$ cat src/zx_pkg.sv
package zx_pkg;

	////////////////////////////////////////////////////////////
	// bus widths
	////////////////////////////////////////////////////////////

	typedef logic [15:0] addr_t;
	typedef logic [7:0]  data_t;
	typedef logic [7:0]  page_t;
	typedef logic [2:0]  border_t;

	// frame interrupt generator
	typedef enum logic {
		INT_IDLE,
		INT_ACTIVE
	} int_state_t;

	////////////////////////////////////////////////////////////
	// ports fully decoded on 16 bits
	////////////////////////////////////////////////////////////

	localparam addr_t PORT_SYSCONF = 16'h20AF;
	localparam addr_t PORT_PAGEMIR = 16'h21AF;

	// #7FFD fields
	localparam int P7FFD_RAM_LSB  = 0;
	localparam int P7FFD_RAM_MSB  = 2;
	localparam int P7FFD_ROM_BIT  = 4;
	localparam int P7FFD_LOCK_BIT = 5;

	// #FE fields
	localparam int FE_BEEP_BIT = 4;

	// sysconf fields
	localparam int SYSCONF_INTEN_BIT = 0;

	// fixed ram pages of the middle windows
	localparam page_t WIN1_PAGE = 8'd5;
	localparam page_t WIN2_PAGE = 8'd2;

endpackage
$ cat src/zx_core.sv
module zx_core #(
	parameter int RST_CNT_SIZE = 6,
	parameter int FRAME_LEN    = 71680,
	parameter int INT_LEN      = 32
) (
	input  logic            fclk,
	input  logic            rst_n,

	// z80
	input  logic            iorq_n,
	input  logic            mreq_n,
	input  logic            rd_n,
	input  logic            wr_n,
	input  logic            m1_n,
	input  zx_pkg::addr_t   a,
	input  zx_pkg::data_t   d_in,
	output zx_pkg::data_t   d_out,
	output logic            d_oe,
	output logic            int_n,
	output logic            res,

	// rom and memory
	output logic            csrom,
	output logic            romoe_n,
	output logic            rompg0_n,
	output zx_pkg::page_t   ram_page,

	// board
	output zx_pkg::border_t border,
	output logic            beep
);

	logic core_rst_n;

	zx_pkg::addr_t a_s;
	logic iord;
	logic memrd;
	logic iowr_s;
	logic intack_s;

	zx_pkg::data_t p7ffd;
	zx_pkg::data_t sysconf;

	////////////////////////////////////////////////////////////
	// reset
	////////////////////////////////////////////////////////////

	resetter #(
		.RST_CNT_SIZE(RST_CNT_SIZE)
	) myrst (
		.clk      (fclk),
		.rst_n    (rst_n),
		.rst_out_n(core_rst_n)
	);

	assign res = ~core_rst_n;

	////////////////////////////////////////////////////////////
	// cpu bus
	////////////////////////////////////////////////////////////

	zsignals zsignals (
		.fclk    (fclk),
		.rst_n   (core_rst_n),
		.iorq_n  (iorq_n),
		.mreq_n  (mreq_n),
		.rd_n    (rd_n),
		.wr_n    (wr_n),
		.m1_n    (m1_n),
		.a       (a),
		.a_s     (a_s),
		.iord    (iord),
		.memrd   (memrd),
		.iowr_s  (iowr_s),
		.intack_s(intack_s)
	);

	zports zports (
		.fclk   (fclk),
		.rst_n  (core_rst_n),
		.a      (a_s),
		.d_in   (d_in),
		.iowr_s (iowr_s),
		.iord   (iord),
		.d_out  (d_out),
		.d_oe   (d_oe),
		.border (border),
		.beep   (beep),
		.p7ffd  (p7ffd),
		.sysconf(sysconf)
	);

	// memory map
	pager pager (
		.a       (a_s),
		.p7ffd   (p7ffd),
		.memrd   (memrd),
		.page    (ram_page),
		.csrom   (csrom),
		.romoe_n (romoe_n),
		.rompg0_n(rompg0_n)
	);

	zint #(
		.FRAME_LEN(FRAME_LEN),
		.INT_LEN  (INT_LEN)
	) zint (
		.fclk    (fclk),
		.rst_n   (core_rst_n),
		.sysconf (sysconf),
		.intack_s(intack_s),
		.int_n   (int_n)
	);

endmodule

$ cat src/zint.sv
module zint #(
	parameter int FRAME_LEN = 71680,
	parameter int INT_LEN   = 32
) (
	input  logic          fclk,
	input  logic          rst_n,
	input  zx_pkg::data_t sysconf,
	input  logic          intack_s,
	output logic          int_n
);

	localparam int FRM_W = $clog2(FRAME_LEN);
	localparam int INT_W = $clog2(INT_LEN + 1);

	localparam logic [FRM_W-1:0] FRM_LAST = FRM_W'(FRAME_LEN - 1);
	localparam logic [INT_W-1:0] INT_LAST = INT_W'(INT_LEN - 1);

	logic [FRM_W-1:0] frm_cnt;
	logic [INT_W-1:0] int_cnt;
	logic frm_wrap;

	zx_pkg::int_state_t int_state;

	////////////////////////////////////////////////////////////
	// frame timer
	////////////////////////////////////////////////////////////

	assign frm_wrap = (frm_cnt == FRM_LAST);

	always_ff @(posedge fclk or negedge rst_n) begin
		if (!rst_n)
			frm_cnt <= '0;
		else if (frm_wrap)
			frm_cnt <= '0;
		else
			frm_cnt <= frm_cnt + 1'b1;
	end

	////////////////////////////////////////////////////////////
	// int pulse
	////////////////////////////////////////////////////////////

	always_ff @(posedge fclk or negedge rst_n) begin
		if (!rst_n) begin
			int_state <= zx_pkg::INT_IDLE;
			int_cnt   <= '0;
		end else begin
			unique case (int_state)
				zx_pkg::INT_IDLE: begin
					int_cnt <= '0;
					if (frm_wrap && sysconf[zx_pkg::SYSCONF_INTEN_BIT])
						int_state <= zx_pkg::INT_ACTIVE;
				end
				zx_pkg::INT_ACTIVE: begin
					int_cnt <= int_cnt + 1'b1;
					// timeout or acknowledge from the cpu
					if (int_cnt == INT_LAST || intack_s)
						int_state <= zx_pkg::INT_IDLE;
				end
				default: int_state <= zx_pkg::INT_IDLE;
			endcase
		end
	end

	assign int_n = (int_state != zx_pkg::INT_ACTIVE);

endmodule

$ cat src/pager.sv
module pager (
	input  zx_pkg::addr_t a,
	input  zx_pkg::data_t p7ffd,
	input  logic          memrd,
	output zx_pkg::page_t page,
	output logic          csrom,
	output logic          romoe_n,
	output logic          rompg0_n
);

	logic romnram;
	logic rom_pg;
	logic [2:0] ram_pg;

	assign rom_pg = p7ffd[zx_pkg::P7FFD_ROM_BIT];
	assign ram_pg = p7ffd[zx_pkg::P7FFD_RAM_MSB:zx_pkg::P7FFD_RAM_LSB];

	// window select by the top two address bits
	always_comb begin
		romnram = 1'b0;
		unique case (a[15:14])
			2'b00: begin
				romnram = 1'b1;
				page    = {7'd0, rom_pg};
			end
			2'b01:   page = zx_pkg::WIN1_PAGE;
			2'b10:   page = zx_pkg::WIN2_PAGE;
			default: page = {5'd0, ram_pg};
		endcase
	end

	// rom chip
	assign csrom    = romnram;
	assign romoe_n  = ~(memrd & romnram);
	assign rompg0_n = ~rom_pg;

endmodule

$ cat src/zports.sv
module zports (
	input  logic            fclk,
	input  logic            rst_n,
	input  zx_pkg::addr_t   a,
	input  zx_pkg::data_t   d_in,
	input  logic            iowr_s,
	input  logic            iord,
	output zx_pkg::data_t   d_out,
	output logic            d_oe,
	output zx_pkg::border_t border,
	output logic            beep,
	output zx_pkg::data_t   p7ffd,
	output zx_pkg::data_t   sysconf
);

	logic sel_fe;
	logic sel_7ffd;
	logic sel_sysconf;
	logic sel_pagemir;

	logic p7ffd_locked;

	////////////////////////////////////////////////////////////
	// address decode
	////////////////////////////////////////////////////////////

	// classic ports use partial decoding
	assign sel_fe   = ~a[0];
	assign sel_7ffd = ~a[15] & ~a[1];

	assign sel_sysconf = (a == zx_pkg::PORT_SYSCONF);
	assign sel_pagemir = (a == zx_pkg::PORT_PAGEMIR);

	assign p7ffd_locked = p7ffd[zx_pkg::P7FFD_LOCK_BIT];

	////////////////////////////////////////////////////////////
	// write registers
	////////////////////////////////////////////////////////////

	// border and beeper
	always_ff @(posedge fclk or negedge rst_n) begin
		if (!rst_n) begin
			border <= '0;
			beep   <= 1'b0;
		end else if (iowr_s && sel_fe) begin
			border <= d_in[2:0];
			beep   <= d_in[zx_pkg::FE_BEEP_BIT];
		end
	end

	// the mirror port bypasses the paging lock
	always_ff @(posedge fclk or negedge rst_n) begin
		if (!rst_n) begin
			p7ffd <= '0;
		end else if (iowr_s) begin
			if (sel_pagemir) begin
				p7ffd <= d_in;
			end else if (sel_7ffd && !p7ffd_locked) begin
				p7ffd <= d_in;
			end
		end
	end

	// system config
	always_ff @(posedge fclk or negedge rst_n) begin
		if (!rst_n) begin
			sysconf <= '0;
		end else if (iowr_s && sel_sysconf) begin
			sysconf <= d_in;
		end
	end

	////////////////////////////////////////////////////////////
	// read back
	////////////////////////////////////////////////////////////

	always_comb begin
		d_oe  = 1'b0;
		d_out = '0;
		if (iord) begin
			if (sel_pagemir) begin
				d_oe  = 1'b1;
				d_out = p7ffd;
			end else if (sel_sysconf) begin
				d_oe  = 1'b1;
				d_out = sysconf;
			end
		end
	end

endmodule

$ cat src/zsignals.sv
module zsignals (
	input  logic          fclk,
	input  logic          rst_n,
	input  logic          iorq_n,
	input  logic          mreq_n,
	input  logic          rd_n,
	input  logic          wr_n,
	input  logic          m1_n,
	input  zx_pkg::addr_t a,
	output zx_pkg::addr_t a_s,
	output logic          iord,
	output logic          memrd,
	output logic          iowr_s,
	output logic          intack_s
);

	logic [4:0] strb_s1;
	logic [4:0] strb_s2;
	zx_pkg::addr_t a_s1;

	logic iorq;
	logic mreq;
	logic rd;
	logic wr;
	logic m1;

	logic iowr;
	logic intack;
	logic [1:0] cond_d;

	////////////////////////////////////////////////////////////
	// two flop synchronizers
	////////////////////////////////////////////////////////////

	// strobes idle high
	always_ff @(posedge fclk or negedge rst_n) begin
		if (!rst_n) begin
			strb_s1 <= '1;
			strb_s2 <= '1;
		end else begin
			strb_s1 <= {iorq_n, mreq_n, rd_n, wr_n, m1_n};
			strb_s2 <= strb_s1;
		end
	end

	// address follows the same two stages
	always_ff @(posedge fclk) begin
		a_s1 <= a;
		a_s  <= a_s1;
	end

	assign iorq = ~strb_s2[4];
	assign mreq = ~strb_s2[3];
	assign rd   = ~strb_s2[2];
	assign wr   = ~strb_s2[1];
	assign m1   = ~strb_s2[0];

	////////////////////////////////////////////////////////////
	// bus cycle decode
	////////////////////////////////////////////////////////////

	assign iord   = iorq & rd & ~m1;
	assign iowr   = iorq & wr & ~m1;
	assign intack = iorq & m1;
	assign memrd  = mreq & rd;

	// strobe fires once and rearms when the condition drops
	always_ff @(posedge fclk or negedge rst_n) begin
		if (!rst_n) begin
			cond_d   <= '0;
			iowr_s   <= 1'b0;
			intack_s <= 1'b0;
		end else begin
			cond_d   <= {iowr, intack};
			iowr_s   <= iowr & ~cond_d[1];
			intack_s <= intack & ~cond_d[0];
		end
	end

endmodule

$ cat src/resetter.sv
module resetter #(
	parameter int RST_CNT_SIZE = 6
) (
	input  logic clk,
	input  logic rst_n,
	output logic rst_out_n
);

	logic [RST_CNT_SIZE-1:0] rst_cnt;

	// assert at once and release after the counter fills up
	always_ff @(posedge clk or negedge rst_n) begin
		if (!rst_n) begin
			rst_cnt   <= '0;
			rst_out_n <= 1'b0;
		end else if (rst_cnt != '1) begin
			rst_cnt   <= rst_cnt + 1'b1;
			rst_out_n <= 1'b0;
		end else begin
			rst_out_n <= 1'b1;
		end
	end

endmodule

$ cat config.mk
export PLATFORM = sky130hd
export DESIGN_NAME = zx_core
export DESIGN_NICKNAME = d
export VERILOG_FILES = /design/src/zx_pkg.sv /design/src/zx_core.sv /design/src/zint.sv /design/src/pager.sv /design/src/zports.sv /design/src/zsignals.sv /design/src/resetter.sv
export SDC_FILE = /design/constraint.sdc
export NUM_CORES = 1
export LEC_CHECK = 0
export BUFFER_PORTS_ARGS = -buffer_cell sky130_fd_sc_hd__buf_4
export CAP_MARGIN = 30
export CORE_ASPECT_RATIO = 0.7
export CORE_UTILIZATION = 47
export CTS_BUF_LIST = sky130_fd_sc_hd__clkbuf_8 sky130_fd_sc_hd__clkbuf_16
export CTS_CLUSTER_SIZE = 12
export DETAILED_ROUTE_END_ITERATION = 6
export PLACE_DENSITY_LB_ADDON = 0.3
export SYNTH_ARGS = -nofsm -noshare
export SYNTH_HDL_FRONTEND = slang
export SYNTH_HIERARCHICAL = 1
export SYNTH_SLANG_ARGS = --single-unit
export TNS_END_PERCENT = 100
$ cat constraint.sdc
create_clock -name fclk -period 3.1 [get_ports fclk]
set_clock_uncertainty 0.15 [all_clocks]
set_input_delay 0.465 -clock fclk [delete_from_list [all_inputs] [get_ports fclk]]
set_output_delay 0.465 -clock fclk [all_outputs]
set_load 0.1 [all_outputs]
Yosys cells after proc, flatten, opt, wreduce, memory -nomap -nowiden
Cells that the tools add are included.
{"block": "op_classes", "add_sub_neg": 3, "eq_ne": 7, "mux": 16, "bitwise_logic": 24, "n_reduce_logical": 9}
{"op": "two-way mux 8 bit", "n": 5}
{"op": "equality test 16 x 14 -> 1 bit (second input constant)", "n": 2}
{"op": "adder 17 x 1 -> 17 bit (second input constant)", "n": 1}
{"op": "equality test 17 bit (second input constant)", "n": 1}
{"op": "two-way mux 17 bit", "n": 1}
{"op": "inverter 1 bit", "n": 14}
{"op": "adder 6 x 1 -> 6 bit (second input constant)", "n": 2}
{"op": "case mux 6 bit (2 select lines)", "n": 1}
{"op": "AND 1 bit", "n": 10}
{"op": "case mux 3 bit (3 select lines)", "n": 1}
{"op": "two-way mux 1 bit", "n": 7}
{"op": "equality test 6 x 5 -> 1 bit (second input constant)", "n": 1}
{"op": "!= test 6 bit (second input constant)", "n": 1}
{"op": "logical AND 1 bit", "n": 4}
{"op": "equality test 2 x 1 -> 1 bit (second input constant)", "n": 1}
{"op": "equality test 2 bit (second input constant)", "n": 1}
{"op": "zero test 2 bit", "n": 1}
{"op": "case mux 1 bit (2 select lines)", "n": 1}
{"op": "AND reduction 2 bit", "n": 1}
{"op": "nonzero test 2 bit", "n": 1}
{"op": "zero test 1 bit", "n": 1}
{"op": "logical OR 1 bit", "n": 1}
{"block": "word_totals", "regBits": 97, "in_bits": 31, "output_inout_bits": 26}

Depth between registers and ports, before layout
Gate-level depths: netlist (run 1).
{"block": "depth", "depth_word": 5, "ltp_mapped": 5}

By module
The synthesis (run 1) kept the hierarchy.
{"mod": "zint", "n_inst": 1, "cells_each": 97, "area_per_inst_um2": 1071.0, "seq_area_each_um2": 600.6}
{"mod": "zports", "n_inst": 1, "cells_each": 75, "area_per_inst_um2": 1067.3, "seq_area_each_um2": 500.5}
{"mod": "zsignals", "n_inst": 1, "cells_each": 52, "area_per_inst_um2": 1046.0, "seq_area_each_um2": 1003.5}
{"mod": "resetter", "n_inst": 1, "cells_each": 26, "area_per_inst_um2": 310.3, "seq_area_each_um2": 175.2}
{"mod": "pager", "n_inst": 1, "cells_each": 15, "area_per_inst_um2": 87.6, "seq_area_each_um2": 0.0}
{"mod": "zx_core", "n_inst": 1, "cells_each": 1, "area_per_inst_um2": 3.8, "seq_area_each_um2": 0.0}

Worst setup path before layout (run 1)
No wires, ideal clock.
{"block": "synth_path", "kind": "reg-to-output", "from": "reg zsignals.a_s[15]", "to": "out d_out[0]", "arrival_time_ns": 2.687, "required_ns": 2.485, "path_slack_ns": -0.202, "stages_incl_launch_ff": 5, "path_buffers": 0, "cell_sequence": "dfxtp_1 or4b_4 nor3_1 nand3_1 nor2_1"}
{"block": "synth_via", "elab_chain_len": 4, "word_cells_on_any_way": 5}
{"item": "start, declared", "line": "zsignals.sv:10", "text": "output zx_pkg::addr_t a_s,"}
{"item": "start signal, assigned", "line": "zsignals.sv:49", "text": "a_s <= a_s1;"}
{"item": "equality test 16 x 14 -> 1 bit", "line": "zports.sv:31", "text": "assign sel_sysconf = (a == zx_pkg::PORT_SYSCONF);"}
{"item": "two-way mux 8 bit", "line": "zports.sv:84", "text": "end else if (sel_sysconf) begin"}
{"item": "two-way mux 8 bit (*)", "line": "zports.sv:81", "text": "if (sel_pagemir) begin"}
{"item": "two-way mux 8 bit (*)", "line": "zports.sv:80", "text": "if (iord) begin"}
{"item": "end, declared", "line": "zx_core.sv:17", "text": "output zx_pkg::data_t d_out,"}
Every way passes the cells marked *; elsewhere a longest branch is shown, timed or not.

Worst setup path in the final report (run 1)
{"block": "layout_path", "from": "reg zsignals.a_s[15]", "to": "out d_out[4]"}
The elaborated chain is that of the path after synthesis.

==> out/qor.yml, run 1 <==
status: "finished, final reports clean"
synth-async-reset-ratio: 0.670
synth_edf_count: 0
drt-pass1-iter-count: 4
crit_path_end_kind: "primary output"
crit_path_start_kind: "flop"
seq_area_frac_synth: 0.636
clockBufferDepth: 2
syn-instance-count: 266
worstMarginPinSlew_ns: 0.706
critPathArrivalTime_ns: 2.25
powerDensity_nw_per_um2: 576
post-route-util: 0.578
track_usage: 0.167
drcViolationCount: 0
numPortBuffers: 51
setup_viol_count_final: 0
ys_top_cells_by_count: "dfrtp_1, dfxtp_1, nor2_1"
layout_min_cycle_time_ns: 2.86
routed_wirelength_um: 5850
synth-adder-area-share: 0.0105
synth_compound_area_frac: 0.0352
synth_xor_area_frac: 0.0440
final_cells: 430
antenna_found_initial: 0
grt_remaining_overflow: 0
antenna_left: 0
area.growth.synth_to_final_pct: 18.6
cts_setup_buffers: 0
cts_root_buf: "clkbuf_8"
grt_pass1_wl_um: 9760
power_w: 0.00245
synth.top_cell.area_share: 0.384
h-tree-depth: 3
cts_tree: "done"
io_pins: 57
min_path_type: "in2reg"
post-route-period-util: 0.924
synth_top_family_by_area: "simple AND/OR/NAND/NOR gates"
slew_headroom: 0.525
synth_area_leaders: "dfrtp_1, dfxtp_1, dfstp_2, mux2_4, xnor2_1"
syn_area_um2: 3590
wl_per_cell_um: 13.6
clk_latency_ns: 0.36
fmax_mhz: 349
routabilityCongestion: 0.774
ir_drop_mv: 0.398
ys_ff_latch: 97
viasPerCell: 4.82
grt_setup_unrepaired: "no"
start_util: 0.488
fp.dieArea_um2: 7990
core_um2: 7350
diodes: 0
cp_max_fo: 9
die_y_um: 75.1
finalNetCount: 361
pre_cts_ws_ns: 0.451
n_fill_cell: 600
hold_ws_ns: 0.0523
synth_flop_cell: "dfrtp_1"
synth.distinct_cells: 54
vias: 2071
path_class: "reg2out"
dp_hpwl_um: 4080
setup_slack_ns: 0.236
die_w_um: 106
cts.clk_slew.worst_paths_ns: 0.09
grt_pass1_vias: 2001
yosys.area_share.simple: 0.147
synth.area.mux_share: 0.102
grt_max_degree: 59
drt_first_iter_violations: 64
synth_top_area_cell: "dfrtp_1"
finalHoldViolations: 0
slew_viol_final: 0
yosys_warnings: 6
cts_buffers: 9
max_cap_viol_count: 0
cp.required_ns: 2.48
synth_most_common_cell: "dfrtp_1"
rows: 26
p_leak_nw: 1.94
placed_cells: 413
syn_area_per_cell_um2: 13.5
clock_sinks: 97
drive_gt1_frac: 0.346
per-layer routing:
| metal | GRT usage | up-vias | share of wire |
|---|---|---|---|
| met4 | 0.0756 | 0 | 0.011 |
| li1 | - | 1035 | - |
| met2 | 0.242 | 51 | 0.42 |
| met5 | 0 | - | 0 |
| met3 | 0.0528 | 7 | 0.038 |
| met1 | 0.231 | 978 | 0.53 |
flip-flops by register name (all words and copies together), names as in the netlist:
| signal | count |
|---|---|
| zint/int_cnt | 6 |
| zports/beep | 1 |
| myrst/rst_out_n | 1 |
| zsignals/cond_d | 2 |
| zsignals/strb_s2 | 5 |
| zsignals/iowr_s | 1 |
| zports/sysconf | 8 |
| zports/border | 3 |
| zint/frm_cnt | 17 |
| zsignals/strb_s1 | 5 |
| zsignals/intack_s | 1 |
| myrst/rst_cnt | 6 |
| zsignals/a_s | 16 |
| zports/p7ffd | 8 |
| zint/int_state | 1 |
| zsignals/a_s1 | 16 |
placed cells by master, fill, tap and decap left out, drive strengths merged, types with 3 or more instances in the layout:
master / n
buf: 52
nor2: 25
o21ai: 5
nand4: 3
nand2: 11
mux2i: 8
mux2: 20
clkinv: 4
xor2: 7
dfstp: 10
clkbuf: 9
dfrtp: 55
inv: 12
dfxtp: 32
nor3: 9
nor3b: 3
nand3: 12
xnor2: 11
conb: 5
ha: 3
and4: 4
area by class of cell:
cell class              count  area (µm²)  area share
clock buffers               9         124      0.0291
clock inverters             7        50.0      0.0118
inverters                   9        33.8     0.00794
multi-input cells         157        1240       0.292
flip-flops and latches     97        2280       0.536
well taps                  98         123      0.0288
repair buffers             53         400      0.0941
what timing repair did:
action                     CTS  global route
hold endpoints to repair     7             0
hold buffers                 1             0
setup endpoints to repair    0             9
gates resized for setup      0             2
kinds of logic (layout without fill, tap and decap cells):
logic type | Yosys count | in the layout
compound gates | 17 | 17
fa+ha+maj | 3 | 3
xor+xnor | 18 | 18
simple gates | 86 | 86
flops | 97 | 97
buf+inv | 16 | 78
other cells | 1 | 5
mux | 28 | 28
per-stage QoR:
step	instance area (µm²)	TNS (ns)
5_1_grt	4250	0
3_5_place_dp	4060	0
2_1_floorplan	3600	-1.79
6_report	4250	0
3_3_place_gp	4060	0
4_1_cts	4240	0
final timing paths:
check                                          start                             to  slack [ns]  cells past startpoint
max in group asynchronous  myrst/rst_out_n$_DFF_PN0_    zports/p7ffd[6]$_DFFE_PN0P_        2.05                      1
min in group asynchronous  myrst/rst_out_n$_DFF_PN0_   zsignals/cond_d[1]$_DFF_PN0_        0.27                      1
max reg2reg                 zsignals/a_s[15]$_DFF_P_  zports/sysconf[6]$_DFFE_PN0P_        0.77                      4
min                                             a[6]       zsignals/a_s1[6]$_DFF_P_        0.05                      1
max                         zsignals/a_s[15]$_DFF_P_                       d_out[4]        0.24                      5
min reg2reg                zsignals/a_s1[10]$_DFF_P_       zsignals/a_s[10]$_DFF_P_        0.18                      0
worst max-delay path, cell delays in order, from the launching register on:
cell	delay, ns
dfxtp_1	0.36
or4b_4	0.59
nor3_2	0.24
nand3_2	0.23
nor2_1	0.17
buf_4	0.30
power breakdown:
| part | internal [W] | total [W] | leakage (nW) | switching, W |
|---|---|---|---|---|
| registers | 0.00133 | 0.00138 | 1.10 | 0.0000430 |
| logic | 0.000110 | 0.000340 | 0.750 | 0.000230 |
| clock network | 0.000299 | 0.000732 | 0.0946 | 0.000434 |
Power figures use the tool's default switching activity.
==> inputs of run 2 (changes only) <==
--- a/config.mk
+++ b/config.mk
@@ -5,10 +5,11 @@
 export SDC_FILE = /design/constraint.sdc
 export NUM_CORES = 1
 export LEC_CHECK = 0
+export ABC_AREA = 1
 export BUFFER_PORTS_ARGS = -buffer_cell sky130_fd_sc_hd__buf_4
 export CAP_MARGIN = 30
 export CORE_ASPECT_RATIO = 0.7
-export CORE_UTILIZATION = 47
+export CORE_UTILIZATION = 61
 export CTS_BUF_LIST = sky130_fd_sc_hd__clkbuf_8 sky130_fd_sc_hd__clkbuf_16
 export CTS_CLUSTER_SIZE = 12
 export DETAILED_ROUTE_END_ITERATION = 6
==> out/qor.yml, run 2 <==
status: "finished with violations"
violations: "design-rule violations"
critPathTopFamily: "simple AND/OR/NAND/NOR gates"
grt_pass1_vias: 2866  # +43%
max_cap_viol_count: 0  # unchanged
p_sw_frac: 0.306  # +0.0173
crit_path_start_kind: "flop"
grt_remaining_overflow: 0  # unchanged
h-tree-depth: 3  # unchanged
min_path_type: "in2reg"
fmax_mhz: 378  # +8.3%
crit_path_top_delay_cell: "dfxtp_1"
combPwrFrac: 0.126  # -0.013
reg_top3: "zint/frm_cnt (17), zsignals/a_s1 (16), zsignals/a_s (16)"
layout_min_cycle_time_ns: 2.64  # -0.220 ns
ys_ff_latch: 97  # unchanged
p_int_w: 0.00179  # +2.8%
slew_headroom: 0.534  # +0.00892
cp_max_fo: 9  # unchanged
reg2reg_to: "zports/sysconf[4]$_DFFE_PN0P_"
rows: 24  # -7.7%
yosys_warnings: 6  # unchanged
grt_max_degree: 59  # unchanged
area.growth.synth_to_final_pct: 17.6
final_common_cell: "nand2_1"
drt_first_iter_violations: 208  # +230%
viasPerCell: 5.13  # +6.5%
min_path_cells: 1  # unchanged
crit_chain: "nor2_1 -> nand2_2 -> nor2_4 -> nand2_1 -> nand2_1 -> nand2_1 -> nor2_1 -> buf_4"
antenna_found_initial: 0  # unchanged
cts_tree: "done"
ys_top_cells_by_count: "nand2_1, dfrtp_1, nor2_1"
n_fill_cell: 431  # -28%
worstMarginPinSlew_ns: 0.699  # -0.00687 ns
wl_met1_um: 3580  # +15%
cp.required_ns: 2.48  # about the same
slew_viol_final: 0  # unchanged
routabilityCongestion: 0.844  # +9.1%
grt_setup_unrepaired: "no"
met3WireLength_um: 465  # +110%
finalHoldViolations: 0  # unchanged
largest_register_ffs: 17  # unchanged
p_leak_nw: 2.28  # +18%
setup_viol_count_final: 0  # unchanged
seq_area_frac_synth: 0.580  # -0.0562
routed-wl-met2_um: 3510  # +44%
final_cells: 563  # +31%
numPortBuffers: 51  # unchanged
drt-pass1-iter-count: 7  # +3
vias: 2888  # +39%
cts.clk_slew.worst_paths_ns: 0.11  # +0.02 ns
io_pins: 57  # unchanged
regArea_um2: 2280  # unchanged
multi_input_comb_area_um2: 1430  # +15%
crit_buf_inv: 1  # unchanged
clockBufferDepth: 2  # unchanged
core_um2: 6220  # -15%
synth_top_area_cell: "dfrtp_1"
dp_hpwl_um: 5440  # +33%
die_w_um: 98.0  # -7.9%
grt_pass1_wl_um: 13000  # +34%
track_usage: 0.250  # +0.0829
synth_edf_count: 0  # unchanged
clock_sinks: 97  # unchanged
largest_register: "zint/frm_cnt"
cts_buffers: 9  # unchanged
crit_path_max_incr_delay_ns: 0.39  # -0.20 ns
final_cell_mix: "nand2_1, dfrtp_1, buf_4"
fp.dieArea_um2: 6780  # -15%
drive_gt1_frac: 0.237  # -0.109
setup_tns_ns: 0  # unchanged
ir_drop_mv: 0.337  # -15%
r2r_start: "zsignals/a_s[15]$_DFF_P_"
crit_path_end_kind: "primary output"
synth_area_leaders: "dfrtp_1, dfxtp_1, nand2_1, dfstp_2, nor2_1"
syn_area_um2: 3930  # +9.7%
crit_path_frequent_cell: "nand2_1"
diodes: 0  # unchanged
clk_latency_ns: 0.37  # about the same
synth-async-reset-ratio: 0.670  # unchanged
powerDensity_nw_per_um2: 558  # -3.1%
drcViolationCount: 3  # +3
holdCritStartpoint: "a[2]"
pwr-share-seq: 0.536  # -0.026
start_util: 0.633  # +0.145
post-route-period-util: 0.853  # -0.0711
hold_path_end: "zsignals/a_s1[2]$_DFF_P_"
cts_root_buf: "clkbuf_8"
wl_per_cell_um: 13.5  # -0.67%
top_layer: "met4"
reg2reg_depth: 7  # +3
synth_flop_cell: "dfrtp_1"
syn-instance-count: 419  # +58%
critPathArrivalTime_ns: 2.03  # -0.22 ns
path_class: "reg2out"
power_switching_w: 0.000789  # +12%
placed_cells: 546  # +32%
clock_power_share: 0.339  # +0.040
reg2reg_slack_ns: 1.42  # +0.65 ns
antenna_left: 0  # unchanged
routed_wirelength_um: 7610  # +30%
finalNetCount: 514  # +42%
die_y_um: 69.2  # -7.9%
syn_area_per_cell_um2: 9.39  # -30%
synth.distinct_cells: 37  # -31%
synth.top_cell.area_share: 0.350  # -0.0339
synth_most_common_cell: "nand2_1"
[run 2: cell types whose count changed in the layout (fill, tap and decap cells not counted), sizes merged, moves of 9 or more]
| cell | before | now |
|---|---|---|
| nand3 | 12 | 34 |
| mux2 | 20 | 3 |
| xnor2 | 11 | 1 |
| nand2 | 11 | 115 |
| nand3b | 0 | 9 |
| inv | 12 | 48 |
| nor2 | 25 | 59 |
[run 2: power by group through the flow]
| stage | Combinational [W] | Sequential, W | Clock (W) |
|---|---|---|---|
| after floorplan | 0.000163 | 0.00148 | 0 |
| after global placement | 0.000316 | 0.00140 | 0 |
| after detailed placement | 0.000322 | 0.00141 | 0 |
| after CTS | 0.000324 | 0.00138 | 0.000896 |
| after global routing | 0.000338 | 0.00139 | 0.000949 |
| final | 0.000324 | 0.00138 | 0.000874 |
[run 2: per-layer routing]
layer | up-vias | track usage
met2 | 110 | 0.385
li1 | 1423 | -
met4 | 0 | 0.0673
met1 | 1347 | 0.344
met3 | 8 | 0.0786
met5 | - | 0
[run 2: kinds of logic (layout without fill, tap and decap cells)]
family / after synthesis / count (layout) / share of synthesized area
compound gates: 22 / 22 / 0.0312
xor+xnor: 8 / 8 / 0.0178
fa+ha+maj: 3 / 3 / 0.00954
buf+inv: 55 / 117 / 0.0614
flops: 97 / 97 / 0.580
mux: 3 / 3 / 0.00859
other cells: 1 / 5 / 0.000953
simple gates: 230 / 230 / 0.291
[run 2: worst max path at each step]
stage	cells past startpoint	start	slack, ns	end
floorplan	5	zsignals/a_s[1]$_DFF_P_	0.09	d_out[2]
global placement	8	zsignals/a_s[15]$_DFF_P_	1.02	d_out[5]
detailed placement	8	zsignals/a_s[15]$_DFF_P_	0.95	d_out[5]
CTS	8	zsignals/a_s[15]$_DFF_P_	0.45	d_out[5]
global route	8	zsignals/a_s[14]$_DFF_P_	0.31	d_out[5]
finish	8	zsignals/a_s[15]$_DFF_P_	0.46	d_out[5]
[run 2: final cells by class]
| cell class | count | share of cell area |
|---|---|---|
| Clock inverter | 6 | 0.0179 |
| Sequential cell | 97 | 0.493 |
| Inverter | 48 | 0.0400 |
| Timing Repair Buffer | 53 | 0.0866 |
| Tap cell | 78 | 0.0211 |
| Clock buffer | 10 | 0.0322 |
| Multi-Input combinational cell | 271 | 0.309 |
[run 2: stage by stage]
stage | instance area, µm² | setup WS, ns | util | hold WS, ns | total power, W
floorplan | 3950 | 0.0937 | - | 0.0194 | 0.00164
global placement | 4380 | 1.02 | 0.705 | 0.131 | 0.00172
detailed placement | 4380 | 0.954 | 0.705 | 0.131 | 0.00173
CTS | 4630 | 0.452 | 0.744 | 0.0157 | 0.00260
global route | 4630 | 0.310 | 0.744 | 0.00304 | 0.00268
finish | 4630 | 0.456 | 0.744 | 0.0391 | 0.00258
[run 2: repair_timing]
action	4_1_cts	5_1_grt
hold buffers	1	0
setup endpoints to repair	0	0
endpoints found under the hold margin	7	0
buffers inserted	0	0
resized for setup	0	0
